**config.mk**
```make
export PLATFORM = sky130hd
export DESIGN_NAME = gb_memmap
export DESIGN_NICKNAME = d
export VERILOG_FILES = /design/src/verilog/gb_pkg.sv /design/src/verilog/gb_memmap.sv
export SDC_FILE = /design/constraint.sdc
export NUM_CORES = 1
export LEC_CHECK = 0
export BUFFER_PORTS_ARGS = -buffer_cell sky130_fd_sc_hd__buf_2
export CORE_AREA = 2 2 39 41
export DETAILED_ROUTE_END_ITERATION = 10
export DIE_AREA = 0 0 41 43
export PLACE_DENSITY = 0.36
export SETUP_SLACK_MARGIN = 0.3
export SLEW_MARGIN = 25
export SYNTH_ARGS = -nofsm -noshare
export SYNTH_HDL_FRONTEND = slang
export SYNTH_SLANG_ARGS = --single-unit
```
**constraint.sdc**
```tcl
create_clock -name vclk -period 0.9
set_input_delay 0.135 -clock vclk [all_inputs]
set_output_delay 0.135 -clock vclk [all_outputs]
set_load 0.05 [all_outputs]
```
**src/verilog/gb_pkg.sv**
```systemverilog
`default_nettype none

package gb_pkg;

	typedef logic [15:0] addr_t;
	typedef logic [7:0]  byte_t;
	typedef logic [12:0] vram_adr_t;
	typedef logic [7:0]  oam_adr_t;

	typedef enum logic {
		idle,
		copy
	} dma_state_e;

	localparam byte_t OPEN_BUS    = 8'hff;    // Nobody drives the data lines
	localparam addr_t DMA_REG_ADR = 16'hff46;

	localparam int OAM_BYTES  = 160;
	localparam int VRAM_BYTES = 8192;

	// Region bases, each region ends just below the next one
	localparam addr_t VRAM_BASE     = 16'h8000;  // ROM below
	localparam addr_t XRAM_BASE     = 16'ha000;
	localparam addr_t WRAM_BASE     = 16'hc000;  // E000 up echoes C000
	localparam addr_t OAM_BASE      = 16'hfe00;
	localparam addr_t UNUSABLE_BASE = 16'hfea0;
	localparam addr_t IO_BASE       = 16'hff00;

endpackage

`default_nettype wire

```
**src/verilog/gb_memmap.sv**
```systemverilog
`default_nettype none

module gb_memmap (
	input  wire gb_pkg::addr_t adr,
	input  wire                enable,
	output logic               sel_rom,
	output logic               sel_vram,
	output logic               sel_xram,
	output logic               sel_wram,
	output logic               sel_oam,
	output logic               sel_dma_reg
);
	import gb_pkg::*;

	logic in_io;

	assign in_io = adr >= IO_BASE;

	assign sel_rom  = enable && adr < VRAM_BASE;
	assign sel_vram = enable && adr >= VRAM_BASE && adr < XRAM_BASE;
	assign sel_xram = enable && adr >= XRAM_BASE && adr < WRAM_BASE;
	assign sel_wram = enable && adr >= WRAM_BASE && adr < OAM_BASE;  // Mirror included
	assign sel_oam  = enable && adr >= OAM_BASE && adr < UNUSABLE_BASE;

	// Only one IO register lives in this design
	assign sel_dma_reg = enable && in_io && adr[7:0] == DMA_REG_ADR[7:0];

endmodule

`default_nettype wire

```
* After elaboration in Yosys (flattened, before gate mapping) *
Cells that the tools add are included.

cells by class
  eq/ne operators = 1
  reduce and logical (&&, ||, !) cells = 11
  $lt $le $gt $ge = 10

operator list
  cell                                                                   count
  16-bit greater-or-equal comparator, second input constant              5
  16-bit < comparator, second input constant                             5
  1-bit logical AND                                                      11
  8-bit by 7-bit equality test with 1-bit output, second input constant  1

word-level totals
  output and inout bits = 6
  input bits = 17
  logic and storage cells = 22
  register bits after elaboration = 0

* Depth between registers and ports, before layout *
  depth after elaboration = 3
  mapped depth = 3

* Least setup slack after synthesis *
OpenSTA, ideal clock, no wires.

  path kind = input-to-output
  start point = input adr[9]
  end point = output sel_oam
  path slack = -0.943 ns
  path buffers = 0
  stages on the path = 3
  arrival time = 1.708 ns
  cells stage by stage = nand4_1 or3_1 nor3_1

on the way
  longest elaborated chain between the ends = 3
  elaborated cells between the ends (all ways) = 4
  classes of those cells = order compare (2); reduce/logical (2)

ends and longest elaborated chain
  element                             RTL line         RTL
  start, declared                     gb_memmap.sv:4   input wire gb_pkg::addr_t adr,
  16-bit greater-or-equal comparator  gb_memmap.sv:23  assign sel_oam = enable && adr >= OAM_BASE && adr < UNUSABLE_BASE;
  1-bit logical AND                   gb_memmap.sv:23
  1-bit logical AND *                 gb_memmap.sv:23
  end, declared                       gb_memmap.sv:10  output logic sel_oam,

Every way passes the cells marked *; elsewhere a longest branch is shown, timed or not.

* Worst setup path after layout *
  start point = input adr[9]
  end point = output sel_dma_reg

on the way
  longest elaborated chain between the ends = 3

ends and longest elaborated chain
  element                             RTL line         RTL
  16-bit greater-or-equal comparator  gb_memmap.sv:17  assign in_io = adr >= IO_BASE;
  1-bit logical AND (2 in series)     gb_memmap.sv:26  assign sel_dma_reg = enable && in_io && adr[7:0] == DMA_REG_ADR[7:0];
  end, declared                       gb_memmap.sv:11  output logic sel_dma_reg

Every way passes these cells.

==> reports/qor.yml <==
sta:
  slew_headroom: 0.838
  min_period_ns: 1.31
  slew_violations: 0
  fin_ws_ns: -0.408
  hold_ws_ns: 0.556
  fmax_mhz: 765
  finalSetupViolCount: 4
  rsz0062_at_grt: "true"
  tightest_slew_ns: 0.240
  hold_viol_final: 0
  layout_worst_path_cycle_share: 1.45
synthesis:
  synth_top_cell_by_area: "nor4_2"
  synth_top_area_share: 0.132
  seq_area_frac_synth: 0
  postSynthAreaPerCell_sq_um: 6.79
  synth_cells: 14
  synth_warnings: 0
  synth_common_cells: "nand2_1 (2), nor3_1 (2)"
  synthMuxAreaShare: 0
  synthesis.nets: 31
  synth_top_family_by_area: "simple AND/OR/NAND/NOR gates"
  synth_xor_area_frac: 0
  ys_types: 12
  netlist_top_cells_area: "nor4_2 (13%), o2111a_1 (12%), nor3_1 (11%)"
  synth_area_sq_um: 95.1
  synth_compound_area_frac: 0.197
  yosys.area_share.adder: 0
  synth-simple-area-share: 0.803
route:
  routed_wl_microns: 584
  dr_total_vias: 254
  drt_iter0_markers: 0
  drt-pass1-iter-count: 1
  ant_nets: 0
  met3_wirelength_microns: 106
  drc_errors: 0
  drt-met1-wl_microns: 177
  wire_per_inst_microns: 8.98
  met2_length_microns: 300
  top_layer_used: "met3"
  routed_via_density: 3.91
worst_setup_path:
  criticalPathCategory: "input pin to primary output"
  crit_required_ns: 0.76
  cpPeakStageDelay_ns: 0.38
  worst_ep_arrival_time_ns: 1.17
  slowest_stage: "or3_4"
  crit_chain: "buf_6 > nand4_1 > or3_4 > nor4_4 > buf_6"
  start_kind: "input pin"
  endpoint_kind: "primary output"
  timing.critical_path.mode_cell: "buf_6"
  crit_fanout: 2
grt:
  antenna_found_initial: 0
  grt_max_degree: 4
  grt_usage: 0.0561
  gr-total-overflow: 0
  grt_pass1_vias: 204
  grt_pass1_wl_microns: 731
power_and_ir_drop:
  total_power_uw: 193
  vdd_drop_max_v: 0.000156
  powerDensity_nw_per_um2: 390
  p_leak_nw: 0.229
cells_and_area:
  syn_to_final_growth_pct: 420
  seq_area_sq_um: 0
  drive_gt1_frac: 0.878
  nClkBuffers: 0
  utilization: 0.357
  nFillCells: 147
  diodes: 0
  seq_cells: 0
  final_cell_count_no_fill: 65
  num-nets-final: 68
min_path:
  min_to: "sel_dma_reg"
  min_from: "adr[3]"
  min_path_cells: 3
  hp-class: "input pin to primary output"
clocking:
  ctsHoldBuffers: 0
placement:
  hpwl_microns: 452
  port_buffers: 23
  dp.cells: 62
  globalplace.congestion: 0.566
die:
  fp.dieW_microns: 41
  fp.dieH_microns: 43
  core_sq_um: 1380
  io_pins: 23
  initial_core_util: 0.0687
  dieArea_sq_um: 1760
  row_count: 14
flow_run:
  drv_cap: 0
outcome:
  status: "finished with violations"
  violations: "negative setup slack"
logic make-up after synthesis:
| group | after synthesis |
|---|---|
| AND/OR/NAND/NOR | 12 |
| AO/OA/AOI/OAI | 2 |
layer usage:
layer / track usage / vias to the layer above
met2: 0.116 / 22
met1: 0.0573 / 103
met5: 0 / -
li1: - / 129
met3: 0.00524 / 0
met4: 0 / 0
final cells by class:
type | instances | area [sq um] | area share
well taps | 16 | 20.0 | 0.0405
multi-input cells | 14 | 168 | 0.339
repair buffers | 35 | 307 | 0.620
how the worst max path moves through the flow:
stage | cells past startpoint | start | to | slack (ns)
4_1_cts | 5 | adr[10] | sel_dma_reg | -0.41
3_5_place_dp | 5 | enable | sel_dma_reg | -0.54
5_1_grt | 5 | adr[10] | sel_dma_reg | -0.46
3_3_place_gp | 5 | adr[15] | sel_dma_reg | -0.53
2_1_floorplan | 3 | adr[9] | sel_dma_reg | -0.51
6_report | 5 | adr[9] | sel_dma_reg | -0.41
critical path, delay by kind of cell:
kind / cells / cell delay [ns]
buffers and inverters: 2 / 0.25
and+or+nand+nor: 3 / 0.78
stage by stage:
step	instance area (sq um)	TNS, ns	setup WS [ns]
final	494	-0.967	-0.408
after global routing	494	-1.13	-0.456
after CTS	483	-0.907	-0.406
after detailed placement	359	-1.39	-0.537
after global placement	359	-1.38	-0.533
after floorplan	156	-1.29	-0.515
report_power, final:
group / switching [mW] / internal (mW)
Clock: 0 / 0
Sequential: 0 / 0
Combinational: 0.0788 / 0.114
what timing repair did:
action	CTS	global route
setup endpoints to repair	6	6
setup buffers	2	1
pin swaps	2	1
resized for setup	28	1
layout by cell type, fill, tap and decap left out:
cell,netlist,routed
nand2b_1,1,1
nor3b_4,0,1
nand2_1,2,1
buf_4,0,7
buf_6,0,15
nor4_4,0,1
nor3_4,0,2
nand3_1,1,1
nor4b_1,1,1
nand2_8,0,1
or3_4,0,1
o21a_1,1,1
nor2b_4,0,1
o2111a_2,0,1
nand4_1,1,1
buf_2,0,11
buf_8,0,2
Note: power is estimated with default switching activity, not from simulation.
