--- config.mk ---
export PLATFORM = sky130hd
export DESIGN_NAME = ext_bus_port
export DESIGN_NICKNAME = d
export VERILOG_FILES = /design/src/verilog/gb_pkg.sv /design/src/verilog/ext_bus_port.sv
export SDC_FILE = /design/constraint.sdc
export NUM_CORES = 1
export LEC_CHECK = 0
export ABC_AREA = 1
export BUFFER_PORTS_ARGS = -buffer_cell sky130_fd_sc_hd__buf_2
export CORE_ASPECT_RATIO = 0.75
export CORE_MARGIN = 2
export CORE_UTILIZATION = 31
export DETAILED_ROUTE_END_ITERATION = 16
export HOLD_SLACK_MARGIN = 0.03
export PLACE_DENSITY_LB_ADDON = 0.3
export SLEW_MARGIN = 20
export SYNTH_ARGS = -nofsm -noshare
export SYNTH_HDL_FRONTEND = slang
export SYNTH_SLANG_ARGS = --single-unit
--- constraint.sdc ---
create_clock -name gbclk -period 1.5 [get_ports gbclk]
set_input_delay 0 -clock gbclk [delete_from_list [all_inputs] [get_ports gbclk]]
set_output_delay 0 -clock gbclk [all_outputs]
set_load 0.05 [all_outputs]
--- src/verilog/gb_pkg.sv ---
`default_nettype none

package gb_pkg;

	typedef logic [15:0] addr_t;
	typedef logic [7:0]  byte_t;
	typedef logic [12:0] vram_adr_t;
	typedef logic [7:0]  oam_adr_t;

	typedef enum logic {
		idle,
		copy
	} dma_state_e;

	localparam byte_t OPEN_BUS    = 8'hff;    // Nobody drives the data lines
	localparam addr_t DMA_REG_ADR = 16'hff46;

	localparam int OAM_BYTES  = 160;
	localparam int VRAM_BYTES = 8192;

	// Region bases, each region ends just below the next one
	localparam addr_t VRAM_BASE     = 16'h8000;  // ROM below
	localparam addr_t XRAM_BASE     = 16'ha000;
	localparam addr_t WRAM_BASE     = 16'hc000;  // E000 up echoes C000
	localparam addr_t OAM_BASE      = 16'hfe00;
	localparam addr_t UNUSABLE_BASE = 16'hfea0;
	localparam addr_t IO_BASE       = 16'hff00;

endpackage

`default_nettype wire

--- src/verilog/ext_bus_port.sv ---
`default_nettype none

module ext_bus_port (
	input  wire                gbclk,
	input  wire                rst,
	input  wire                dma_owns,
	input  wire gb_pkg::addr_t dma_adr,
	input  wire                dma_rd,
	input  wire gb_pkg::addr_t cpu_adr,
	input  wire                cpu_rd,
	input  wire                cpu_wr,
	input  wire gb_pkg::byte_t cpu_dout,
	input  wire                cpu_sel_rom,
	input  wire                cpu_sel_xram,
	input  wire                cpu_sel_wram,
	input  wire                dma_sel_rom,
	input  wire                dma_sel_xram,
	input  wire                dma_sel_wram,
	input  wire gb_pkg::byte_t ext_din,
	output gb_pkg::addr_t      ext_adr,
	output gb_pkg::byte_t      ext_dout,
	output logic               ext_rd,
	output logic               ext_wr,
	output logic               ext_cs_rom,
	output logic               ext_cs_xram,
	output logic               ext_cs_wram,
	output logic               cpu_ext_ok,
	output gb_pkg::byte_t      rd_data
);
	import gb_pkg::*;

	logic cpu_ext, cpu_strobe;

	assign cpu_ext    = cpu_sel_rom || cpu_sel_xram || cpu_sel_wram;
	assign cpu_ext_ok = cpu_ext && !dma_owns;
	assign cpu_strobe = cpu_ext_ok && (cpu_rd || cpu_wr);

	assign ext_adr  = dma_owns ? dma_adr : cpu_adr;
	assign ext_dout = cpu_dout;     // DMA never writes out here
	assign ext_rd   = dma_owns ? dma_rd : cpu_rd && cpu_ext;
	assign ext_wr   = cpu_wr && cpu_ext_ok;

	// Selects only during a strobe
	assign ext_cs_rom  = (dma_sel_rom && dma_rd) || (cpu_sel_rom && cpu_strobe);
	assign ext_cs_xram = (dma_sel_xram && dma_rd) || (cpu_sel_xram && cpu_strobe);
	assign ext_cs_wram = (dma_sel_wram && dma_rd) || (cpu_sel_wram && cpu_strobe);

	always_ff @(posedge gbclk) begin
		if (rst)
			rd_data <= OPEN_BUS;
		else if (ext_rd)
			rd_data <= ext_din;
	end

endmodule

`default_nettype wire

# Word level (Yosys, flattened, before mapping)
# Index checks and enable logic that the tools add are counted.
[classes] muxes=2 reduce_logical=17
[op_table] op="2-to-1 mux 16 bit" n=1
[op_table] op="logical AND 1 bit" n=10
[op_table] op="logical OR 1 bit" n=6
[op_table] op="zero test 1 bit" n=1
[op_table] op="2-to-1 mux 1 bit" n=1
[word_totals] ff_bits=8 input_bits=60 output_inout_bits=38 wordCells=20

# Depth between registers and ports, before layout
[logic_depth] word_depth=6 mapped_depth=6 depth_no_buf=6

# Least setup slack after synthesis
# No wires, ideal clock.
[synth_timing] path_kind="input-to-output" startpoint="in dma_owns" endpoint="out ext_wr" t_arrival_ps=940 t_required_ps=1500 setup_slack_ps=560 cell_stages=4 n_path_buf=1 cell_sequence="buf_6 inv_6 nand2_1 nor2_1"
[synth_via] elab_chain_len=3
[synth_rtl] item="from (decl)" line="ext_bus_port.sv:6" text="input wire dma_owns,"
[synth_rtl] item="zero test 1 bit" line="ext_bus_port.sv:35" text="assign cpu_ext_ok = cpu_ext && !dma_owns;"
[synth_rtl] item="logical AND 1 bit" line="ext_bus_port.sv:35"
[synth_rtl] item="logical AND 1 bit" line="ext_bus_port.sv:41" text="assign ext_wr = cpu_wr && cpu_ext_ok;"
[synth_rtl] item="to (decl)" line="ext_bus_port.sv:23" text="output logic ext_wr,"
# Every way passes these cells.

# Worst setup path after layout
[layout_timing] startpoint="in dma_owns" endpoint="out ext_cs_wram"
[layout_via] elab_chain_len=5
[layout_rtl] item="zero test 1 bit" line="ext_bus_port.sv:35"
[layout_rtl] item="logical AND 1 bit" line="ext_bus_port.sv:35"
[layout_rtl] item="logical AND 1 bit" line="ext_bus_port.sv:36" text="assign cpu_strobe = cpu_ext_ok && (cpu_rd || cpu_wr);"
[layout_rtl] item="logical AND 1 bit" line="ext_bus_port.sv:46" text="assign ext_cs_wram = (dma_sel_wram && dma_rd) || (cpu_sel_wram && cpu_strobe);"
[layout_rtl] item="logical OR 1 bit" line="ext_bus_port.sv:46"
[layout_rtl] item="to (decl)" line="ext_bus_port.sv:26" text="output logic ext_cs_wram,"
# Every way passes these cells.

==> summary.md <==
| Metric | Value |
|---|---|
| Largest Register | rd_data |
| GP Congestion | around 0.74 |
| HP Class | in2reg |
| Post-synth EDFFs | 0 |
| Most area-consuming cells after synthesis | nand2_1 (39%), dfxtp_1 (25%), nand3_1 (12%) |
| Fmax | a little under 1000 MHz |
| Commonest cells post-synth | nand2_1 (67), nand3_1 (16), buf_4 (8), dfxtp_1 (8), inv_1 (4) |
| RSZ-0062 raised after global routing | no |
| Cell count after synthesis | 114 |
| Slew @ Worst Pin | ~0.52 ns |
| Grt ovf | 0 |
| Critical path startpoint category | primary input |
| Max cap viols | 0 |
| Via-to-Cell Ratio | roughly 4.5 |
| DRT Pass-1 Iters | 4 |
| P&R area growth vs syn | 82.7% |
| Clock sinks | 8 |
| Setup TNS | 0 ns |
| Max reg flops | 8 |
| Number of global-route vias before repair | roughly 890 |
| Arrival @ worst endpoint | roughly 1.0 ns |
| Power Density | between 800 and 900 mW/mm^2 |
| Worst VDD drop | 587 uV |
| Synth top area share | 38.7% |
| N_diodes | 0 |
| Starting Density | between 30 and 40% |
| Layout net count | 265 |
| DR DRC count | 0 |
| Port bufs | 81 |
| Leak | 0.739 nW |
| TritonCTS clock tree | done |
| Die Y | 43.6 um |
| Die X | 56.9 um |
| Clock slew at reported path FFs | about 0.050 ns |
| CTS Buf Count | 3 |
| Root Driver | clkbuf_4 |
| Util after Layout | 59.4% |
| Fin crit share | between 60% and 70% |
| Largest regs | rd_data (8) |
| Synth async-reset ratio | 0% |
| Status | finished clean |
| Total GRT Usage | 18.6% |
| Number of setup violations in the final report | 0 |
| Share of cells above drive strength 1 | 43.8% |
| Crit Path Class | in2out |
| Seq cells post-synth | 8 |
| Final Hold Fails | 0 |
| Clock latency at the later pin of the worst-skew pair | around 0.25 ns |
| Worst-path fanout max | 18 |
| H-tree levels | 1 |
| Min cycle time layout | just over 1 ns |
| R2r setup slk | 0.86 ns |
| Largest net degree at the start of global routing | 19 |
| Final wirelength | about 2400 um |
| Antenna Nets Post-Route | 0 |
| Ys flop type | dfxtp_1 |
| Clock tree buffer depth | 2 |
| CP Data Required Time | 1.50 ns |
| Slew margin rel. | approximately two thirds |
| Row count | 14 |
| Clock Skew | 0 ns |
| Ys Warns | 0 |
| Drt wl/cell | ~11 um |
| DIE AREA | between 0.002 and 0.0025 mm^2 |
| Most frequent cell after synthesis | nand2_1 |
| Sequential element share of the synthesized area | between 20 and 25% |
| Post-synth cell types | 13 |
| Yosys top cell by area | nand2_1 |
| Initial antenna violation count | 0 |
| Post-Syn Nets | 174 |
| DRT iter0 DRCs | 26 |
| First-pass GRT wire length | roughly 3600 um |
| Vias | approximately 1000 |
| Crit end category | output port |
| I/O pin count | 98 |
| Max Slew Vio Count | 0 |
| Mean Syn Cell Area | between 5 and 6 um^2 |
| DPL Wire Length | 1770 um |
| Mapped Area | 649 um^2 |
| Core ar. | 0.00200 mm^2 |
| Post-CTS setup buffers | 0 |
[power by group]
part	switching, mW	internal, mW	total, mW
Clock	0.0699	0.0913	0.161
Sequential	0.00999	0.232	0.242
Combinational	0.393	0.157	0.551
[layout make-up]
cell class,count,area (um^2)
Sequential cell,8,160
Multi-Input combinational cell,90,384
Clock buffer,3,22.5
Timing Repair Buffer,97,566
Inverter,5,23.8
Fill cell,198,811
Tap cell,24,30.0
[worst max-delay path, cell delays in order]
cell and delay (ns):
buf_2 0.22, inv_6 0.18, nand2_1 0.12, nor2_2 0.14, nand2_1 0.06, nand2_1 0.05
buf_2 0.25
[metal layers]
layer	track usage (%)	up-vias	routed length, um
li1	-	523	-
met1	20.5	448	899
met2	35.1	47	1270
met3	6.87	2	225
met4	3.26	0	8
met5	0	-	0
[kinds of logic (layout without fill, tap and decap cells)]
logic type    count (synthesis)  after routing  share of synthesized area [%]
buf+inv                      16            105                           16.2
flops                         8              8                           24.7
simple gates                 90             90                           59.2
[path summary, 6_finish.rpt]
check	from	end	cells after the start
worst min-delay path	rst	rd_data[0]	3
worst max register to register	rd_data[1]	rd_data[1]	2
worst min register to register	rd_data[5]	rd_data[5]	2
worst max-delay path	dma_owns	ext_cs_wram	7
[placed cells by master, fill, tap and decap left out]
cell type / Yosys / final
nand3_4: 1 / 1
clkbuf_4: 0 / 3
dlygate4sd3_1: 0 / 16
nand2_2: 1 / 1
dfxtp_1: 8 / 8
buf_2: 2 / 81
nand3_1: 16 / 16
inv_1: 4 / 4
nor2_2: 1 / 1
nor2_1: 3 / 3
inv_6: 1 / 1
nand2_4: 1 / 1
nand2_1: 67 / 67
[metrics by stage]
step                instance area, um^2  std cells  power (mW)  worst slack, ns  hold slack [ns]
floorplan                           649        114       0.637            0.560            0.113
global placement                   1000        208       0.716            0.512         0.000370
detailed placement                 1000        208       0.720            0.467         0.000370
CTS                                1190        227       0.954            0.465           0.0690
global route                       1190        227        1.00            0.381            0.101
finish                             1190        227       0.954            0.466           0.0891
[timing repair]
| action | 4_1_cts | 5_1_grt |
|---|---|---|
| hold endpoints to repair | 16 | 0 |
| resized for setup | 0 | 0 |
| hold buffers | 16 | 0 |
Power figures use the tool's default switching activity.
