### src/verilog/gb_pkg.sv
`default_nettype none

package gb_pkg;

	typedef logic [15:0] addr_t;
	typedef logic [7:0]  byte_t;
	typedef logic [12:0] vram_adr_t;
	typedef logic [7:0]  oam_adr_t;

	typedef enum logic {
		idle,
		copy
	} dma_state_e;

	localparam byte_t OPEN_BUS    = 8'hff;    // Nobody drives the data lines
	localparam addr_t DMA_REG_ADR = 16'hff46;

	localparam int OAM_BYTES  = 160;
	localparam int VRAM_BYTES = 8192;

	// Region bases, each region ends just below the next one
	localparam addr_t VRAM_BASE     = 16'h8000;  // ROM below
	localparam addr_t XRAM_BASE     = 16'ha000;
	localparam addr_t WRAM_BASE     = 16'hc000;  // E000 up echoes C000
	localparam addr_t OAM_BASE      = 16'hfe00;
	localparam addr_t UNUSABLE_BASE = 16'hfea0;
	localparam addr_t IO_BASE       = 16'hff00;

endpackage

`default_nettype wire

### src/verilog/oam_dma.sv
`default_nettype none

module oam_dma (
	input  wire                    gbclk,
	input  wire                    rst,
	input  wire                    reg_wr,
	input  wire gb_pkg::byte_t     reg_din,
	input  wire gb_pkg::byte_t     din,
	output gb_pkg::addr_t          adr,
	output logic                   rd,
	output logic                   oam_wr,
	output logic                   active,
	output gb_pkg::oam_adr_t       oam_adr,
	output gb_pkg::byte_t          dout
);
	import gb_pkg::*;

	localparam oam_adr_t LAST = oam_adr_t'(OAM_BYTES);

	dma_state_e state;
	byte_t      page;
	oam_adr_t   cnt;    // Next source byte

	always_ff @(posedge gbclk) begin
		if (rst) begin
			state  <= idle;
			cnt    <= '0;
			oam_wr <= 1'b0;
		end else begin
			oam_wr <= rd;   // Write trails its read by one cycle
			case (state)
			idle:
				if (reg_wr) begin
					state <= copy;
					cnt   <= '0;
				end
			copy:
				if (cnt == LAST)
					state <= idle;  // Last write done
				else
					cnt <= cnt + 1'b1;
			endcase
		end
	end

	always_ff @(posedge gbclk) begin
		if (state == idle && reg_wr)
			page <= reg_din;
		oam_adr <= cnt;
	end

	assign active = state == copy;
	assign rd     = active && cnt != LAST;
	assign adr    = {page, cnt};
	assign dout   = din;    // Read data arrives in the write cycle

endmodule

`default_nettype wire

### config.mk
export PLATFORM = sky130hd
export DESIGN_NAME = oam_dma
export DESIGN_NICKNAME = d
export VERILOG_FILES = /design/src/verilog/gb_pkg.sv /design/src/verilog/oam_dma.sv
export SDC_FILE = /design/constraint.sdc
export NUM_CORES = 1
export LEC_CHECK = 0
export ABC_AREA = 1
export BUFFER_PORTS_ARGS = -buffer_cell sky130_fd_sc_hd__buf_4
export CORE_MARGIN = 4
export CORE_UTILIZATION = 47
export CTS_BUF_LIST = sky130_fd_sc_hd__clkbuf_16
export CTS_CLUSTER_DIAMETER = 150
export CTS_CLUSTER_SIZE = 40
export DETAILED_ROUTE_END_ITERATION = 10
export GPL_ROUTABILITY_DRIVEN = 1
export PLACE_DENSITY = 0.92
export SLEW_MARGIN = 15
export SYNTH_ARGS = -nofsm -noshare
export SYNTH_HDL_FRONTEND = slang
export SYNTH_SLANG_ARGS = --single-unit
### constraint.sdc
create_clock -name gbclk -period 2.9 [get_ports gbclk]
set_input_delay 0.29 -clock gbclk [delete_from_list [all_inputs] [get_ports gbclk]]
set_output_delay 0.29 -clock gbclk [all_outputs]
set_load 0.1 [all_outputs]
**Yosys cells after proc, flatten, opt, wreduce, memory -nomap -nowiden**

Index checks and enable logic that the tools add are counted.
W data, S select, Z words.

- Input port bits: 19
- Word-level logic and storage cells: 20
- Output and inout bits: 35
- Register bits after elaboration: 26

- Mux-type cells: 6
- Eq/ne operators: 4
- Bitwise gates (word level): 1
- Reduce and logical (&&, ||, !) cells: 3
- Add/sub/neg operators: 1

Operators with widths:

| cell | number |
|---|---|
| $mux W8 | 2 |
| $pmux W8 S2 | 1 |
| $add A8 B1 Y8 const B | 1 |
| $eq A8 B8 Y1 const B | 1 |
| $ne A8 B8 Y1 const B | 1 |
| $ne A2 B2 Y1 const B | 2 |
| $logic_and A1 B1 Y1 | 2 |
| $mux W1 | 2 |
| $pmux W1 S2 | 1 |
| $reduce_and A2 Y1 | 1 |
| $not A1 Y1 | 1 |

**Longest topological paths before layout**

Gate-level depths: netlist (run 1).

- Word-level depth: 3
- Gate-level depth with buffers: 10
- Depth with buffers taken out: 10

**Least setup slack after synthesis (run 1)**

OpenSTA, ideal clock, no wires.

- Kind: reg-to-output
- Start: register cnt[0]
- End: output rd
- Stages on the path, launching flop included: 9
- Slack: 0.234 ns
- Path buffers: 1
- Required time: 2.610 ns
- Arrival: 2.376 ns
- Cell sequence: dfxtp_1 -> inv_1 -> ha_1 -> inv_1 -> nor2_2 -> nand2_2 -> nand2_2 -> buf_6 -> inv_1

- Word-level cells in the longest chain between the ends: 2

Ends and longest elaborated chain:

| item | line | source |
|---|---|---|
| start, declared | oam_dma.sv:22 | `oam_adr_t cnt;` |
| start signal, assigned | oam_dma.sv:41 | `cnt <= cnt + 1'b1;` |
| $ne A8 B8 Y1 | oam_dma.sv:53 | `assign rd = active && cnt != LAST;` |
| $logic_and A1 B1 Y1 | oam_dma.sv:53 |  |
| end, declared | oam_dma.sv:10 | `output logic rd,` |

Every way passes these cells.

**Worst setup path in the final report (run 1)**

- Start: register cnt[1]
- End: output rd

Same word-level chain as after synthesis.

==> flow_summary_export.csv, run 1 <==
group,metric,value,unit
floorplan,die_x,55.1,µm
power,power_density,677,nW/µm²
timing,finalClockSkew,0.00252,ns
layout,drive_above_1_share,31.9,%
floorplan,die_h,55.1,µm
setup_path,reg2regPathDepth,10,
setup_path,r2r-end,"cnt[7]$_SDFFE_PP0P_",
clock_tree,clk_pin_slew,0.06,ns
detailed_routing,drt_iter0_markers,20,
power,total_power,917,µW
synthesis,syn_nets,134,
synthesis,synth_fa_ha_area_share,2.40,%
setup_path,setup.worst_path.start,"cnt[1]$_SDFFE_PP0P_",
layout,n_antenna_cell,0,
timing,fmax,512,MHz
power,leakage,0.000640,µW
global_route,grt_pass1_vias,807,
timing,slew_headroom,77.5,%
timing,finalCritPeriodShare,67.3,%
setup_path,cp_max_fo,11,
clock_tree,cts_buffer_depth,2,
timing,finalMaxSlewViolations,0,
layout,stdcell_count,171,
synthesis,synth_mux_area_share,0,%
clock_tree,ctsResizeCount,0,
floorplan,std_cell_rows,16,
clock_tree,clock-sinks,26,
layout,final_common_cell,"buf_4",
synthesis,yosysTopAreaCell,"dfxtp_1",
floorplan,io_pins,54,
layout,syn2layout_area_growth,29.9,%
timing,rsz0062_at_grt,"false",
clock_tree,cts_post_setup_buffers_inserted,0,
synthesis,synth_top_family_by_area,"simple AND/OR/NAND/NOR gates",
detailed_routing,vias,839,
placement,dp_cells,167,
timing,period_minus_slack,1.95,ns
global_route,gr-total-overflow,0,
synthesis,syn_area,1040,µm²
synthesis,yosys-top-cells-area,"dfxtp_1 (35%), edfxtp_1 (23%), nand2_1 (7.9%)",
detailed_routing,ant_nets,0,
run_status,status,"complete, no violations",
floorplan,initial_core_util,51.0,%
synthesis,ys_ff_latch,26,
clock_tree,cts-hold-fix-buffers,0,
layout,nets,166,
timing,tns,0,ns
setup_path,r2r_slack,1.40,ns
detailed_routing,wl_per_cell,12.8,µm
setup_path,r2r_start,"cnt[1]$_SDFFE_PP0P_",
power,ir_drop,0.000462,V
run,maxCapViolCount,0,
synthesis,synth_area_per_cell,9.22,µm²
detailed_routing,drc_errors,0,
clock_tree,cts_tree,"built",
setup_path,timing.critical_path.to,"rd",
detailed_routing,drt-total-wl,2.19,mm
setup_path,cp.required,2.61,ns
timing,tightest_slew,0.337,ns
placement,hpwl,1.61,mm
synthesis,synth_xor_area_share,0.840,%
clock_tree,htreeDepth,1,
setup_path,crit_arrival,1.66,ns
layout,layout_common_cells,"buf_4 (37), nand2_1 (22), dfxtp_1 (18)",
global_route,grt_pass1_wl,3.35,mm
clock_tree,cts_root_buffer,"clkbuf_16",
synthesis,yosysSeqAreaShare,57.6,%
global_route,grt_max_degree,15,
timing,finalHoldViolCount,0,
synthesis,yosysUniqueCellTypes,17,
timing,finalSetupViolCount,0,
synthesis,synth-compound-area-share,4.56,%
global_route,track_usage,15.8,%
floorplan,dieArea,3030,µm²
synthesis,synth_top_area_share,34.6,%
layout,n_fill_cell,171,
global_route,antenna_found_initial,0,
setup_path,end_kind,"output port",
setup_path,startpoint_type,"flip-flop",
synthesis,synth-simple-area-share,21.2,%
setup_path,criticalPathCategory,"flip-flop to output port",
synthesis,ys_warn_count,0,
synthesis,syn_inst,113,
placement,port_buffers,37,
detailed_routing,dr.pass1.iters,5,
clock_tree,cts_buffers,3,
floorplan,core_area,2040,µm²
clock_tree,insertion_delay,0.25,ns
placement,place_congestion,0.835,
hold_path,hold_class,"primary input to flip-flop",
detailed_routing,viasPerCell,4.91,
==> synth_stat cells <==
cell and instances:
nand2_2 3, buf_4 9, edfxtp_1 8, nand3b_1 1, o21ai_0 1, o21bai_1 1, dfxtp_1 18, xor2_1 1
nor2_1 5, ha_1 2, nand3_1 15, buf_6 1, nor2_2 3, a21oi_1 6, o21ai_1 1, inv_1 16
nand2_1 22
==> state kept, by name, summed over array words and instances, names as in the netlist <==
signal / count
cnt: 8
oam_adr: 8
page: 8
active: 1
oam_wr: 1
==> power breakdown <==
| group | switching [µW] | internal [µW] | leakage (µW) | total (µW) |
|---|---|---|---|---|
| Clock | 104 | 184 | 0.0000423 | 287 |
| Sequential | 14.4 | 395 | 0.000223 | 409 |
| Combinational | 176 | 43.7 | 0.000374 | 220 |
| Total | 294 | 622 | 0.000640 | 917 |
==> worst min-delay path by stage <==
stage                         endpoint  cells after the start  slack (ns)                 from
global route         page[7]$_DFFE_PP_                      1        0.20           reg_din[7]
global placement    oam_adr[4]$_DFF_P_                      0        0.39  cnt[4]$_SDFFE_PP0P_
detailed placement  oam_adr[6]$_DFF_P_                      0        0.41  cnt[6]$_SDFFE_PP0P_
floorplan            active$_SDFF_PP0_                      1        0.36                  rst
CTS                  page[0]$_DFFE_PP_                      1        0.21           reg_din[0]
finish               page[0]$_DFFE_PP_                      1        0.21           reg_din[0]
==> final cells by class <==
cell class,instances,area (µm²),area share (%)
timing repair buffer,37,278,20.5
sequential,26,601,44.4
clock inverter,1,3.75,0.277
inverter,16,60.1,4.44
multi-input combinational,61,303,22.4
clock buffer,3,75.1,5.55
tap,27,33.8,2.50
==> logic make-up (layout without fill, tap and decap cells) <==
group                      after synthesis  in the layout
and+or+nand+nor                         49             49
buffers and inverters                   26             57
DFF                                     26             26
adders and majority gates                2              2
AOI/OAI and AO/OA                        9              9
xor gates and xnor gates                 1              1
==> critical path: stages, from the launching register on <==
cell     delay (ns)
dfxtp_1        0.45
inv_1          0.08
ha_1           0.18
inv_1          0.06
nor2_2         0.04
nand2_2        0.07
nand2_2        0.14
inv_1          0.10
buf_4          0.29
==> routing by layer <==
metal  GRT usage [%]  wire length [µm]
met1            15.9               801
met2            28.0              1020
met3            4.56               292
met4            10.5                78
met5               0                 0
==> per-stage QoR <==
stage | setup WS (ns) | cell area, µm² | hold WS [ns] | utilization [%]
after global routing | 0.826 | 1350 | 0.205 | 66.3
after CTS | 0.941 | 1350 | 0.212 | 66.3
after global placement | 1.28 | 1270 | 0.394 | 62.4
final | 0.948 | 1350 | 0.212 | 66.3
after floorplan | 0.234 | 1040 | 0.359 | -
after detailed placement | 1.23 | 1270 | 0.405 | 62.4
No activity file was read; power rests on OpenSTA's default activity.
==> inputs of run 2 (changes only) <==
--- a/config.mk
+++ b/config.mk
@@ -5,16 +5,16 @@
 export SDC_FILE = /design/constraint.sdc
 export NUM_CORES = 1
 export LEC_CHECK = 0
-export ABC_AREA = 1
+export ABC_AREA = 0
 export BUFFER_PORTS_ARGS = -buffer_cell sky130_fd_sc_hd__buf_4
 export CORE_MARGIN = 4
-export CORE_UTILIZATION = 47
+export CORE_UTILIZATION = 38
 export CTS_BUF_LIST = sky130_fd_sc_hd__clkbuf_16
 export CTS_CLUSTER_DIAMETER = 150
 export CTS_CLUSTER_SIZE = 40
 export DETAILED_ROUTE_END_ITERATION = 10
 export GPL_ROUTABILITY_DRIVEN = 1
-export PLACE_DENSITY = 0.92
+export PLACE_DENSITY = 0.82
 export SLEW_MARGIN = 15
 export SYNTH_ARGS = -nofsm -noshare
 export SYNTH_HDL_FRONTEND = slang
==> constraint.sdc (replaced) <==
create_clock -name gbclk -period 1.77 [get_ports gbclk]
set_input_delay 0.177 -clock gbclk [delete_from_list [all_inputs] [get_ports gbclk]]
set_output_delay 0.177 -clock gbclk [all_outputs]
set_load 0.1 [all_outputs]
==> run 2 against run 1 <==
Effect of this change:
- sequential share of layout area grew 1.0 points
- highest routed layer unchanged
- sequential power grew 58%
- via count shrank 12%
- largest cell class unchanged
==> flow_summary_export.csv, run 2 <==
group,metric,value,unit
synthesis,yosysSeqAreaShare,61.0,%
layout,nets,138,
global_route,grt_pass1_vias,709,
global_route,grt_pass1_wl,3.13,mm
floorplan,dieArea,3470,µm²
synthesis,synth_most_common_cell,"dfxtp_1",
clock_tree,insertion_delay,0.26,ns
synthesis,synth_fa_ha_area_share,2.54,%
timing,finalMaxSlewViolations,0,
timing,timing.final.ws_setup,0.0410,ns
timing,timing.hold.ws,0.0964,ns
run_status,status,"complete, no violations",
synthesis,synth_mux_area_share,1.52,%
layout,layout_common_cells,"buf_4 (40), dfxtp_1 (9), edfxtp_1 (8)",
floorplan,std_cell_rows,18,
layout,top_regs,"cnt: 8 flops, oam_adr: 8 flops, page: 8 flops",
global_route,grt_max_degree,17,
setup_path,cp.required,1.59,ns
setup_path,max_stage_delay,0.37,ns
synthesis,syn_area,985,µm²
synthesis,synthArstFlopShare,0,%
synthesis,yosysUniqueCellTypes,28,
detailed_routing,vias,739,
clock_tree,clock-sinks,26,
clock_tree,cts_root_buffer,"clkbuf_16",
timing,finalClockSkew,0.00480,ns
placement,hpwl,1.43,mm
setup_path,critPathSlowestCell,"dfxtp_4",
synthesis,synth_area_per_cell,12.0,µm²
setup_path,criticalPathCategory,"flip-flop to output port",
timing,finalSetupViolCount,0,
detailed_routing,wl_per_cell,14.4,µm
layout,final_cell_area,1380,µm²
synthesis,synthFlopType,"dfxtp_1",
synthesis,yosys-top-cells-area,"dfxtp_1 (37%), edfxtp_1 (24%), buf_4 (6.1%)",
global_route,gr-total-overflow,0,
layout,final_common_cell,"buf_4",
timing,fmax,578,MHz
setup_path,end_kind,"output port",
synthesis,synth-simple-area-share,12.3,%
clock_tree,clk_pin_slew,0.06,ns
timing,slew_headroom,73.4,%
clock_tree,cts_tree,"built",
layout,syn2layout_area_growth,39.6,%
detailed_routing,drt-total-wl,2.10,mm
setup_path,setup.worst_path.start,"cnt[1]$_SDFFE_PP0P_",
clock_tree,cts_buffers,3,
placement,port_buffers,37,
timing,finalCritPeriodShare,97.7,%
synthesis,ys_ff_latch,26,
synthesis,ys_warn_count,0,
setup_path,crit_arrival,1.55,ns
clock_tree,htreeDepth,1,
floorplan,die_x,58.9,µm
synthesis,synth_top_area_share,36.6,%
detailed_routing,ant_nets,0,
layout,n_antenna_cell,0,
placement,pre_cts_slack,0.212,ns
clock_tree,cts-hold-fix-buffers,0,
synthesis,syn_nets,103,
floorplan,initial_core_util,39.7,%
timing,period_minus_slack,1.73,ns
floorplan,core_area,2480,µm²
synthesis,synth_xor_area_share,0,%
clock_tree,cts_buffer_depth,2,
floorplan,die_h,58.9,µm
synthesis,syn_inst,82,
setup_path,r2r_start,"cnt[0]$_SDFFE_PP0P_",
global_route,track_usage,12.0,%
detailed_routing,drt_iter0_markers,11,
synthesis,synth_commonest_cells,"dfxtp_1 (18), buf_4 (8), edfxtp_1 (8)",
power,power_density,1000,nW/µm²
layout,post-route-util,55.5,%
placement,place_congestion,0.780,
setup_path,startpoint_type,"flip-flop",
power,ir_drop,0.000721,V
timing,finalHoldViolCount,0,
synthesis,synth-compound-area-share,13.0,%
layout,drive_above_1_share,51.7,%
global_route,antenna_found_initial,0,
detailed_routing,dr.pass1.iters,4,
setup_path,path_cells,"inv_1, ha_1, and4bb_4, a21bo_4, clkinvlp_4, buf_12",
floorplan,io_pins,54,
timing,tightest_slew,0.389,ns
setup_path,cp_max_fo,6,
setup_path,critPathBufInv,3,
hold_path,hp-start,"reg_din[6]",
synthesis,synth_top_family_by_area,"compound AO/OA/AOI/OAI gates",
synthesis,yosysTopAreaCell,"dfxtp_1",
power,leakage,0.000566,µW
setup_path,crit_family,"flip-flops",
hold_path,hold_class,"primary input to flip-flop",
synthesis,synth_edf_count,8,
run,maxCapViolCount,0,
detailed_routing,viasPerCell,5.06,
placement,postPlaceCellArea,1250,µm²
detailed_routing,drc_errors,0,
==> run 2: path summary, 6_finish.rpt <==
path | slack, ns | cells past startpoint | to
hold reg to reg | 0.39 | 0 | oam_adr[7]$_DFF_P_
setup reg to reg | 0.26 | 6 | cnt[2]$_SDFFE_PP0P_
setup / recovery | 0.04 | 6 | rd
hold / removal | 0.1 | 1 | page[6]$_DFFE_PP_
==> run 2: layer usage <==
layer	part of all wire, %	track usage, %	routed length, µm	up-vias
met5	0	0	0	-
met4	2.0	8.09	43	0
met3	11	3.29	233	5
met2	46	19.4	976	31
met1	40	13.8	849	340
li1	-	-	-	363
==> run 2: through the flow <==
step / cells / TNS (ns) / total power, µW
floorplan: 82 / 0 / 925
global placement: 138 / 0 / 891
detailed placement: 138 / 0 / 894
CTS: 142 / 0 / 1380
global route: 146 / -0.00202 / 1430
finish: 146 / 0 / 1380
==> run 2: power by group <==
group	total [µW]	switching [µW]	internal [µW]
sequential	645	14.6	631
combinational	253	189	64.9
clock	482	180	302
total	1380	384	997
==> run 2: cell families (layout without fill, tap and decap cells) <==
kind of cell / count (synthesis) / in the layout
flops: 26 / 26
simple gates: 20 / 20
compound gates: 18 / 18
buf+inv: 15 / 49
fa+ha+maj: 2 / 2
mux: 1 / 1
==> run 2: layout make-up <==
| cell class | count | area, µm² |
|---|---|---|
| clock buffer | 3 | 75.1 |
| sequential | 26 | 624 |
| timing repair buffer | 41 | 320 |
| multi-input combinational | 41 | 295 |
| inverter | 4 | 18.8 |
| clock inverter | 1 | 3.75 |
| fill | 210 | 1100 |
| tap | 30 | 37.5 |
==> run 2: worst reg2reg max path: cells and delay by family (launching register included) <==
| kind | cells | cell delay (ns) |
|---|---|---|
| flip-flops | 1 | 0.36 |
| AO/OA/AOI/OAI | 2 | 0.58 |
| AND/OR/NAND/NOR | 1 | 0.09 |
| buffers and inverters | 2 | 0.22 |
| adder cells (fa/ha/maj) | 1 | 0.20 |
==> run 2: what timing repair did <==
action                                  CTS  global route
gates resized for setup                   2             2
endpoints found under the setup margin    1             1
buffers inserted                          0             4
