### config.mk
export PLATFORM = sky130hd
export DESIGN_NAME = cpu_read_mux
export DESIGN_NICKNAME = d
export VERILOG_FILES = /design/src/verilog/gb_pkg.sv /design/src/verilog/cpu_read_mux.sv
export SDC_FILE = /design/constraint.sdc
export NUM_CORES = 1
export LEC_CHECK = 0
export BUFFER_PORTS_ARGS = -buffer_cell sky130_fd_sc_hd__clkbuf_2
export CAP_MARGIN = 20
export CORE_UTILIZATION = 30
export DETAILED_ROUTE_END_ITERATION = 6
export MAX_ROUTING_LAYER = met4
export PLACE_DENSITY = 0.69
export SKIP_CTS_REPAIR_TIMING = 1
export SYNTH_ARGS = -nofsm -noshare
export SYNTH_HDL_FRONTEND = slang
export SYNTH_SLANG_ARGS = --single-unit
### constraint.sdc
create_clock -name gbclk -period 2.6 [get_ports gbclk]
set_clock_uncertainty 0.15 [all_clocks]
set_input_delay 0.39 -clock gbclk [delete_from_list [all_inputs] [get_ports gbclk]]
set_output_delay 0.39 -clock gbclk [all_outputs]
set_load 0.005 [all_outputs]
### src/verilog/gb_pkg.sv
`default_nettype none

package gb_pkg;

	typedef logic [15:0] addr_t;
	typedef logic [7:0]  byte_t;
	typedef logic [12:0] vram_adr_t;
	typedef logic [7:0]  oam_adr_t;

	typedef enum logic {
		idle,
		copy
	} dma_state_e;

	localparam byte_t OPEN_BUS    = 8'hff;    // Nobody drives the data lines
	localparam addr_t DMA_REG_ADR = 16'hff46;

	localparam int OAM_BYTES  = 160;
	localparam int VRAM_BYTES = 8192;

	// Region bases, each region ends just below the next one
	localparam addr_t VRAM_BASE     = 16'h8000;  // ROM below
	localparam addr_t XRAM_BASE     = 16'ha000;
	localparam addr_t WRAM_BASE     = 16'hc000;  // E000 up echoes C000
	localparam addr_t OAM_BASE      = 16'hfe00;
	localparam addr_t UNUSABLE_BASE = 16'hfea0;
	localparam addr_t IO_BASE       = 16'hff00;

endpackage

`default_nettype wire

### src/verilog/cpu_read_mux.sv
`default_nettype none

module cpu_read_mux (
	input  wire                gbclk,
	input  wire                rst,
	input  wire                cpu_rd,
	input  wire                cpu_vram_ok,
	input  wire                cpu_oam_ok,
	input  wire                cpu_ext_ok,
	input  wire gb_pkg::byte_t vram_data,
	input  wire gb_pkg::byte_t oam_data,
	input  wire gb_pkg::byte_t ext_data,
	output gb_pkg::byte_t      cpu_din
);
	import gb_pkg::*;

	logic  rd_q, vram_q, oam_q, ext_q;
	byte_t hold_q;
	byte_t fresh;

	always_ff @(posedge gbclk) begin
		if (rst) begin
			rd_q   <= 1'b0;
			vram_q <= 1'b0;
			oam_q  <= 1'b0;
			ext_q  <= 1'b0;
			hold_q <= OPEN_BUS;
		end else begin
			rd_q   <= cpu_rd;
			vram_q <= cpu_rd && cpu_vram_ok;
			oam_q  <= cpu_rd && cpu_oam_ok;
			ext_q  <= cpu_rd && cpu_ext_ok;
			hold_q <= cpu_din;  // Keeps the last answer
		end
	end

	always_comb begin
		fresh = OPEN_BUS;   // Refused or unmapped
		if (vram_q)
			fresh = vram_data;
		else if (oam_q)
			fresh = oam_data;
		else if (ext_q)
			fresh = ext_data;
		cpu_din = rd_q ? fresh : hold_q;
	end

endmodule

`default_nettype wire

## Word-level counts from Yosys, hierarchy flattened

Index checks and enable logic that the tools add are counted.

| cells by class | value |
|---|---|
| mux-type cells | 4 |
| reductions and logical operators | 3 |

Operator list:

| kind | number |
|---|---|
| $mux 8 | 4 |
| $logic_and 1x1->1 | 3 |

| storage, ports and cells | value |
|---|---|
| flip-flop bits (word level) | 12 |
| input port bits | 30 |
| output and inout port bits | 8 |
| logic and storage cells | 12 |

## Logic depth before layout (Yosys ltp)

Gate-level depths: netlist of run 1.

| depth | value |
|---|---|
| word-level depth | 4 |
| gate-level depth with buffers | 5 |
| depth with buffers taken out | 3 |

## Worst setup path before layout of run 1

OpenSTA, ideal clock, no wires.

| path | value |
|---|---|
| path kind | in2out |
| from | input port ext_data[5] |
| to | output port cpu_din[5] |
| arrival | 1.043 ns |
| data required time | 2.060 ns |
| path slack | 1.017 ns |
| stages | 3 |
| path buffers | 0 |
| cells stage by stage | or3b_2 -> o211ai_1 -> nand3_1 |

| between the ends | value |
|---|---|
| longest elaborated chain between the ends | 4 |

Ends and longest elaborated chain:

| element | RTL line | text |
|---|---|---|
| from (decl) | cpu_read_mux.sv:12 | `input wire gb_pkg::byte_t ext_data,` |
| $mux 8 | cpu_read_mux.sv:43 | `else if (ext_q)` |
| $mux 8 | cpu_read_mux.sv:41 | `else if (oam_q)` |
| $mux 8 | cpu_read_mux.sv:39 | `if (vram_q)` |
| $mux 8 | cpu_read_mux.sv:45 | `cpu_din = rd_q ? fresh : hold_q;` |
| to (decl) | cpu_read_mux.sv:13 | `output gb_pkg::byte_t cpu_din` |

Every way passes these cells.

## Worst setup path after layout of run 1

| path | value |
|---|---|
| from | register rd_q |
| to | output port cpu_din[1] |

| between the ends | value |
|---|---|
| longest elaborated chain between the ends | 1 |

Ends and longest elaborated chain:

| element | RTL line | text |
|---|---|---|
| from (decl) | cpu_read_mux.sv:17 | `logic rd_q, vram_q, oam_q, ext_q;` |
| from (signal assigned) | cpu_read_mux.sv:29 | `rd_q <= cpu_rd;` |
| $mux 8 | cpu_read_mux.sv:45 |  |

Every way passes these cells.

==> qor.txt, run 1 <==
STA
-------------------------------------------------------------------------------------------
Remaining max-slew budget at the tightest pin ................................       78.16%
Total negative setup slack ...................................................         0 ns
Tcrit/Tclk final .............................................................       80.75%
Unrepaired setup endpoints after global routing ..............................        false
Post-layout min period .......................................................     2.099 ns
Final number of hold-violating endpoints .....................................            0
Tightest Pin Transition ......................................................    0.3262 ns
Worst slack on hold paths ....................................................    0.1591 ns
Final Max Tran Viols .........................................................            0
Maximum clock rate ...........................................................    476.3 MHz
Total of endpoints with negative setup slack in the final report .............            0

YOSYS
-------------------------------------------------------------------------------------------
Total number of yosys warnings ...............................................            0
Count of mapped cells out of synthesis .......................................           65
Async set-reset flop share out of synthesis ..................................           0%
Most used DFF post-synth ..................................................... sky130_fd_sc_hd__dfxtp_1
Post-synthesis sequential area ratio .........................................       40.94%
Seq cells post-synth .........................................................           12
Cell area after synthesis ....................................................  586.8 sq um
Avg Synthesized Cell Area ....................................................  9.028 sq um
Fraction of synthesized cell area taken by the top area cell type ............       40.94%
Most instantiated library cell after synthesis ............................... sky130_fd_sc_hd__dfxtp_1
Top cell type by total area after synthesis .................................. sky130_fd_sc_hd__dfxtp_1
Top area cells in the synthesized netlist .................................... sky130_fd_sc_hd__dfxtp_1, sky130_fd_sc_hd__nand4b_1, sky130_fd_sc_hd__o221ai_1, sky130_fd_sc_hd__nand2b_1, sky130_fd_sc_hd__nand3_1
Netlist cell types ...........................................................           20
Synth Net Count ..............................................................           95
Most frequent cells after synthesis .......................................... sky130_fd_sc_hd__dfxtp_1, sky130_fd_sc_hd__nand2b_1, sky130_fd_sc_hd__nand2_1, sky130_fd_sc_hd__nand3_1, sky130_fd_sc_hd__nand4b_1
Count of flip-flops with a built-in enable after synthesis ...................            0

PWR
-------------------------------------------------------------------------------------------
Seq pwr share ................................................................        47.2%
Combinational share of power .................................................        17.5%
Clock share of power .........................................................        35.2%
Standby leakage power ........................................................    0.3725 nW
Final total power ............................................................    0.4225 mW
Net switching power of the design ............................................    0.1007 mW
Switching part of the total ..................................................       23.83%
Power per standard cell area ................................................. 513.1 mW/mm^2
Maximum VDD drop .............................................................  0.0002710 V
Internal power consumption ...................................................    0.3218 mW

DIE
-------------------------------------------------------------------------------------------
Initial cell density of the core .............................................       32.91%
Die ar. ...................................................................... 0.002137 sq mm
Core Region .................................................................. 0.001783 sq mm
Standard-cell row count ......................................................           15
Die Wd .......................................................................     46.23 um
Die height ...................................................................     46.23 um
I/O pin count ................................................................           38

CRITICAL PATH
-------------------------------------------------------------------------------------------
CP required ..................................................................      2.06 ns
Critical path's slowest cell ................................................. sky130_fd_sc_hd__dfxtp_1
Kind of capture point of the worst setup path ................................ primary output
Crit path DAT ................................................................      1.56 ns
Critical path origin ......................................................... rd_q$_SDFF_PP0_
Bufs and invs on worst path ..................................................            1
Reg2Reg Launch Point ......................................................... oam_q$_SDFF_PP0_
Maximum fanout along the worst path ..........................................           11
Kind of critical path ........................................................ flop to primary output
Cells along the critical path ................................................ nor2b_2 -> o221ai_1 -> nand3_1 -> clkbuf_2
Delay contributed by the slowest stage of the critical path ..................      0.47 ns
Critical path's top delay family ............................................. simple AND/OR/NAND/NOR gates
Startpoint type of the worst setup path ......................................         flop

FLOW RUN
-------------------------------------------------------------------------------------------
Maxcap violations ............................................................            0

ROUTING
-------------------------------------------------------------------------------------------
Via density ..................................................................        4.727
DRC ..........................................................................            0
Number of design-rule violations left by the first detailed-router iteration .            7
WL met2 ......................................................................       657 um
Detailed route wirelength on metal3 ..........................................       111 um
DR WL/cell ...................................................................     10.87 um
Met1 Wirelength ..............................................................       594 um
Final ANT Viol Nets ..........................................................            0
Highest signal layer in the routed design ....................................         met4
Number of detailed-routing iterations run before antenna repair ..............            4
Total number of vias .........................................................          605
Final WL .....................................................................      1391 um

GLOBAL ROUTE
-------------------------------------------------------------------------------------------
Initial antenna violation count ..............................................            0
Global-route wire length before repair .......................................      2118 um
Residual overflow from global routing ........................................            0
Global-route total usage across every layer ..................................       15.12%
Vias in the first global route ...............................................          478
Pin count of the biggest net entering global routing .........................           12

FINAL LAYOUT
-------------------------------------------------------------------------------------------
Ratio of cells with drive above 1 in the final layout ........................       41.75%
Count of inserted antenna diode cells ........................................            0
Growth of design area from synthesis to finish ...............................       40.30%
Core utilization of the finished layout ......................................       46.18%
Post-layout instance area ....................................................  823.3 sq um
Number of nets in the final layout ...........................................          134

MIN PATH
-------------------------------------------------------------------------------------------
Type of the tightest min-delay check ......................................... primary input to flop
Origin of the worst min-delay path ...........................................   cpu_oam_ok

CLOCK NETWORK
-------------------------------------------------------------------------------------------
Clk pin slew, worst setup/hold paths .........................................      0.07 ns
Number of buffers added by the clock tree synthesis step .....................            3
Num Clock Sinks ..............................................................           12
CTS H-tree lvls ..............................................................            1
Skew-Pair Late Insertion Delay ...............................................      0.27 ns
CTS Root Cell ................................................................ sky130_fd_sc_hd__clkbuf_4
TritonCTS clock tree .........................................................        built
Clock tree buffer depth ......................................................            2

PLACEMENT
-------------------------------------------------------------------------------------------
Half-perimeter wire length after placement ...................................      1101 um
Routability cong. ............................................................       0.7597
Placed cell areas ............................................................  787.0 sq um
Number of port buffers .......................................................           37

STATUS
-------------------------------------------------------------------------------------------
Run status ................................................................... finished, final reports clean

==> flip-flops by register name, indices dropped and copies added (netlist names) <==
name	cells
hold_q	8
ext_q	1
oam_q	1
vram_q	1
rd_q	1
==> kinds of logic (layout without fill, tap and decap cells) <==
| logic type | count (synthesis) | after routing | synth area share (%) |
|---|---|---|---|
| buffers and inverters | 4 | 42 | 3.410 |
| AO/OA/AOI/OAI | 8 | 8 | 11.94 |
| flip-flops | 12 | 12 | 40.94 |
| AND/OR/NAND/NOR | 41 | 41 | 43.71 |
==> cells in the final DEF, fill, tap and decap left out, types with 2 or more instances in the layout <==
master / synthesis / routed
sky130_fd_sc_hd__and2_1: 4 / 4
sky130_fd_sc_hd__clkbuf_4: 0 / 3
sky130_fd_sc_hd__o221ai_1: 6 / 6
sky130_fd_sc_hd__nand2_1: 7 / 7
sky130_fd_sc_hd__nor2b_1: 2 / 2
sky130_fd_sc_hd__dfxtp_1: 12 / 12
sky130_fd_sc_hd__nand3_1: 7 / 7
sky130_fd_sc_hd__clkbuf_2: 0 / 37
sky130_fd_sc_hd__nand4b_1: 7 / 7
sky130_fd_sc_hd__nand2b_1: 8 / 8
==> routing by layer <==
metal,track usage [%],vias to the layer above
met5,-,-
met4,7.059,0
met3,7.059,5
met2,21.97,26
met1,17.45,259
li1,-,315
==> worst register-to-register path: cells and delay by family (launching register included) <==
kind / cells / cell delay, ns
AOI/OAI and AO/OA: 1 / 0.36
DFF: 1 / 0.38
and+or+nand+nor: 2 / 0.45
==> layout make-up <==
cell class / instances / area (sq um)
Timing Repair Buffer: 37 / 185.2
Inverter: 1 / 3.754
Sequential cell: 12 / 240.2
Multi-Input combinational cell: 49 / 326.6
Fill cell: 185 / 959.7
Clock buffer: 4 / 36.28
Tap cell: 25 / 31.28
==> through the flow <==
step	cells	worst slack, ns
global route	128	0.3482
floorplan	65	1.017
detailed placement	124	0.7808
finish	128	0.5006
global placement	124	0.7873
CTS	128	0.4719
==> power groups by stage <==
stage / sequential (mW) / clock [mW] / combinational [mW]
6_report: 0.199 / 0.149 / 0.0741
4_1_cts: 0.200 / 0.155 / 0.0749
3_5_place_dp: 0.204 / 0 / 0.0745
5_1_grt: 0.201 / 0.167 / 0.0842
3_3_place_gp: 0.204 / 0 / 0.0742
2_1_floorplan: 0.201 / 0 / 0.0394
==> path summary, 6_finish.rpt <==
kind / endpoint / slack (ns) / cells after the start
setup / recovery: cpu_din[1] / 0.50 / 4
hold / removal: oam_q$_SDFF_PP0_ / 0.16 / 2
setup reg to reg: hold_q[6]$_SDFF_PP1_ / 1.15 / 3
hold reg to reg: hold_q[7]$_SDFF_PP1_ / 0.35 / 2
(Power assumes the default switching activity.)
==> run 2: changes to the inputs <==
- clock period: 2.6 -> 2.1 ns (I/O delays scaled with it)
==> qor.txt, run 2 (synthesis gave the netlist of run 1 again) <==
STATUS
-------------------------------------------------------------------------------------------
Run status ................................................................... finished, final reports clean   unchanged

STA
-------------------------------------------------------------------------------------------
Total of endpoints with negative setup slack in the final report .............            0   unchanged
Worst slack on hold paths ....................................................   0.09862 ns   was 0.1591 ns
Maximum clock rate ...........................................................    535.2 MHz
Tightest Pin Transition ......................................................    0.2592 ns   was 0.3262 ns
Unrepaired setup endpoints after global routing ..............................        false   unchanged
Total negative setup slack ...................................................         0 ns   unchanged
Tcrit/Tclk final .............................................................       88.97%
Final Max Tran Viols .........................................................            0   unchanged
Final number of hold-violating endpoints .....................................            0   unchanged
Post-route setup slack .......................................................    0.2315 ns   was 0.5006 ns
Post-layout min period .......................................................     1.868 ns
Remaining max-slew budget at the tightest pin ................................       82.69%   was 78.16%

CRITICAL PATH
-------------------------------------------------------------------------------------------
Delay contributed by the slowest stage of the critical path ..................      0.47 ns   about the same
R2r setup slk ................................................................      0.65 ns   was 1.15 ns
Maximum fanout along the worst path ..........................................           11   unchanged
Kind of capture point of the worst setup path ................................ primary output   unchanged
Cells along the critical path ................................................ nor2b_4 -> o221ai_1 -> nand3_1 -> clkbuf_2   was nor2b_2 -> o221ai_1 -> nand3_1 -> clkbuf_2
Kind of critical path ........................................................ flop to primary output   unchanged
CP required ..................................................................      1.63 ns   was 2.06 ns
Crit path DAT ................................................................      1.40 ns   was 1.56 ns
Startpoint type of the worst setup path ......................................         flop   unchanged
Critical path's slowest cell ................................................. sky130_fd_sc_hd__dfxtp_1   unchanged

DIE
-------------------------------------------------------------------------------------------
Die height ...................................................................     46.23 um   unchanged
Die ar. ...................................................................... 0.002137 sq mm   unchanged
Standard-cell row count ......................................................           15   unchanged
Die Wd .......................................................................     46.23 um   unchanged
I/O pin count ................................................................           38   unchanged
Core Region .................................................................. 0.001783 sq mm   unchanged
Initial cell density of the core .............................................       32.91%   unchanged

PWR
-------------------------------------------------------------------------------------------
Seq pwr share ................................................................        47.9%   was 47.2%
Switching part of the total ..................................................       22.69%   was 23.83%
Maximum VDD drop .............................................................  0.0004231 V   was 0.0002710 V
Clock share of power .........................................................        34.1%   was 35.2%
Net switching power of the design ............................................    0.1171 mW   was 0.1007 mW
Final total power ............................................................    0.5162 mW   was 0.4225 mW
Internal power consumption ...................................................    0.3990 mW   was 0.3218 mW
Standby leakage power ........................................................    0.3748 nW   was 0.3725 nW
Power per standard cell area ................................................. 623.2 mW/mm^2   was 513.1 mW/mm^2
Combinational share of power .................................................        18.0%   was 17.5%

PLACEMENT
-------------------------------------------------------------------------------------------
Placed cell count ............................................................          124   unchanged
Placed cell areas ............................................................  787.0 sq um   unchanged
Number of port buffers .......................................................           37   unchanged
Half-perimeter wire length after placement ...................................      1120 um   was 1101 um
Placement-stage worst setup slack ............................................    0.3735 ns   was 0.7808 ns
Routability cong. ............................................................       0.7335   was 0.7597

GLOBAL ROUTE
-------------------------------------------------------------------------------------------
Initial antenna violation count ..............................................            0   unchanged
Vias in the first global route ...............................................          514   was 478
Residual overflow from global routing ........................................            0   unchanged
Pin count of the biggest net entering global routing .........................           12   unchanged
Global-route total usage across every layer ..................................       14.55%   was 15.12%
Global-route wire length before repair .......................................      2097 um   was 2118 um

FINAL LAYOUT
-------------------------------------------------------------------------------------------
Count of inserted antenna diode cells ........................................            0   unchanged
Highest-count cells in the layout ignoring fill and taps ..................... sky130_fd_sc_hd__clkbuf_2, sky130_fd_sc_hd__dfxtp_1, sky130_fd_sc_hd__nand2b_1   unchanged
Post-layout instance area ....................................................  828.3 sq um   was 823.3 sq um
Commonest non-fill, non-tap cell in the layout ............................... sky130_fd_sc_hd__clkbuf_2   unchanged
Largest register by flop count ...............................................       hold_q   unchanged
Fill cell total of the finished layout .......................................          191   was 185
Core utilization of the finished layout ......................................       46.46%   was 46.18%
Final cell count without fillers .............................................          128   unchanged
Ratio of cells with drive above 1 in the final layout ........................       41.75%   unchanged
Growth of design area from synthesis to finish ...............................       41.15%   was 40.30%
Max reg flops ................................................................            8   unchanged
Number of nets in the final layout ...........................................          134   unchanged

ROUTING
-------------------------------------------------------------------------------------------
Number of design-rule violations left by the first detailed-router iteration .           18   was 7
DR WL/cell ...................................................................     10.88 um   was 10.87 um
Final WL .....................................................................      1393 um   was 1391 um
Via density ..................................................................        4.758   was 4.727
Number of detailed-routing iterations run before antenna repair ..............            4   unchanged
Total number of vias .........................................................          609   was 605
Final ANT Viol Nets ..........................................................            0   unchanged
DRC ..........................................................................            0   unchanged

FLOW RUN
-------------------------------------------------------------------------------------------
Maxcap violations ............................................................            0   unchanged

CLOCK NETWORK
-------------------------------------------------------------------------------------------
Num Clock Sinks ..............................................................           12   unchanged
Clock tree buffer depth ......................................................            2   unchanged
Skew-Pair Late Insertion Delay ...............................................      0.26 ns   was 0.27 ns
Clk pin slew, worst setup/hold paths .........................................      0.07 ns   about the same
CTS Root Cell ................................................................ sky130_fd_sc_hd__clkbuf_4   unchanged
CTS H-tree lvls ..............................................................            1   unchanged
Number of buffers added by the clock tree synthesis step .....................            3   unchanged
TritonCTS clock tree .........................................................        built   unchanged

MIN PATH
-------------------------------------------------------------------------------------------
Type of the tightest min-delay check ......................................... primary input to flop   unchanged

## run 2: metal layers
metal / routed length (um) / track usage (%) / part of all wire, % / vias up
li1: - / - / - / 315
met1: 607 / 15.84 / 44 / 269
met2: 699 / 23.38 / 50 / 25
met3: 87 / 6.275 / 6.2 / 0
met4: 0 / 5.294 / 0 / 0
met5: 0 / - / 0 / -
## run 2: path summary, 6_finish.rpt
kind                            depth (start not counted)                  from                    to
worst max register to register                          3      oam_q$_SDFF_PP0_  hold_q[6]$_SDFF_PP1_
worst min-delay path                                    2           cpu_vram_ok     vram_q$_SDFF_PP0_
worst max-delay path                                    4       rd_q$_SDFF_PP0_            cpu_din[4]
worst min register to register                          2  hold_q[3]$_SDFF_PP1_  hold_q[3]$_SDFF_PP1_
## run 2: critical path, delay by kind of cell, from the launching register on
family                 cells  cell delay, ns
AND/OR/NAND/NOR            2            0.39
AO/OA/AOI/OAI              1            0.17
buffers and inverters      1            0.11
flip-flops                 1            0.47
## run 2: layout make-up
| class | count | area (sq um) | area share, % |
|---|---|---|---|
| tap | 25 | 31.28 | 3.776 |
| inverter | 1 | 3.754 | 0.4532 |
| multi-input combinational | 49 | 331.6 | 40.03 |
| timing repair buffer | 37 | 185.2 | 22.36 |
| sequential | 12 | 240.2 | 29.00 |
| clock buffer | 4 | 36.28 | 4.381 |
## run 2: power by group through the flow
stage / Clock, mW / Sequential (mW) / Combinational [mW]
after CTS: 0.181 / 0.247 / 0.0936
after detailed placement: 0 / 0.252 / 0.0931
after global routing: 0.194 / 0.249 / 0.105
final: 0.176 / 0.247 / 0.0930
after floorplan: 0 / 0.249 / 0.0488
after global placement: 0 / 0.252 / 0.0921
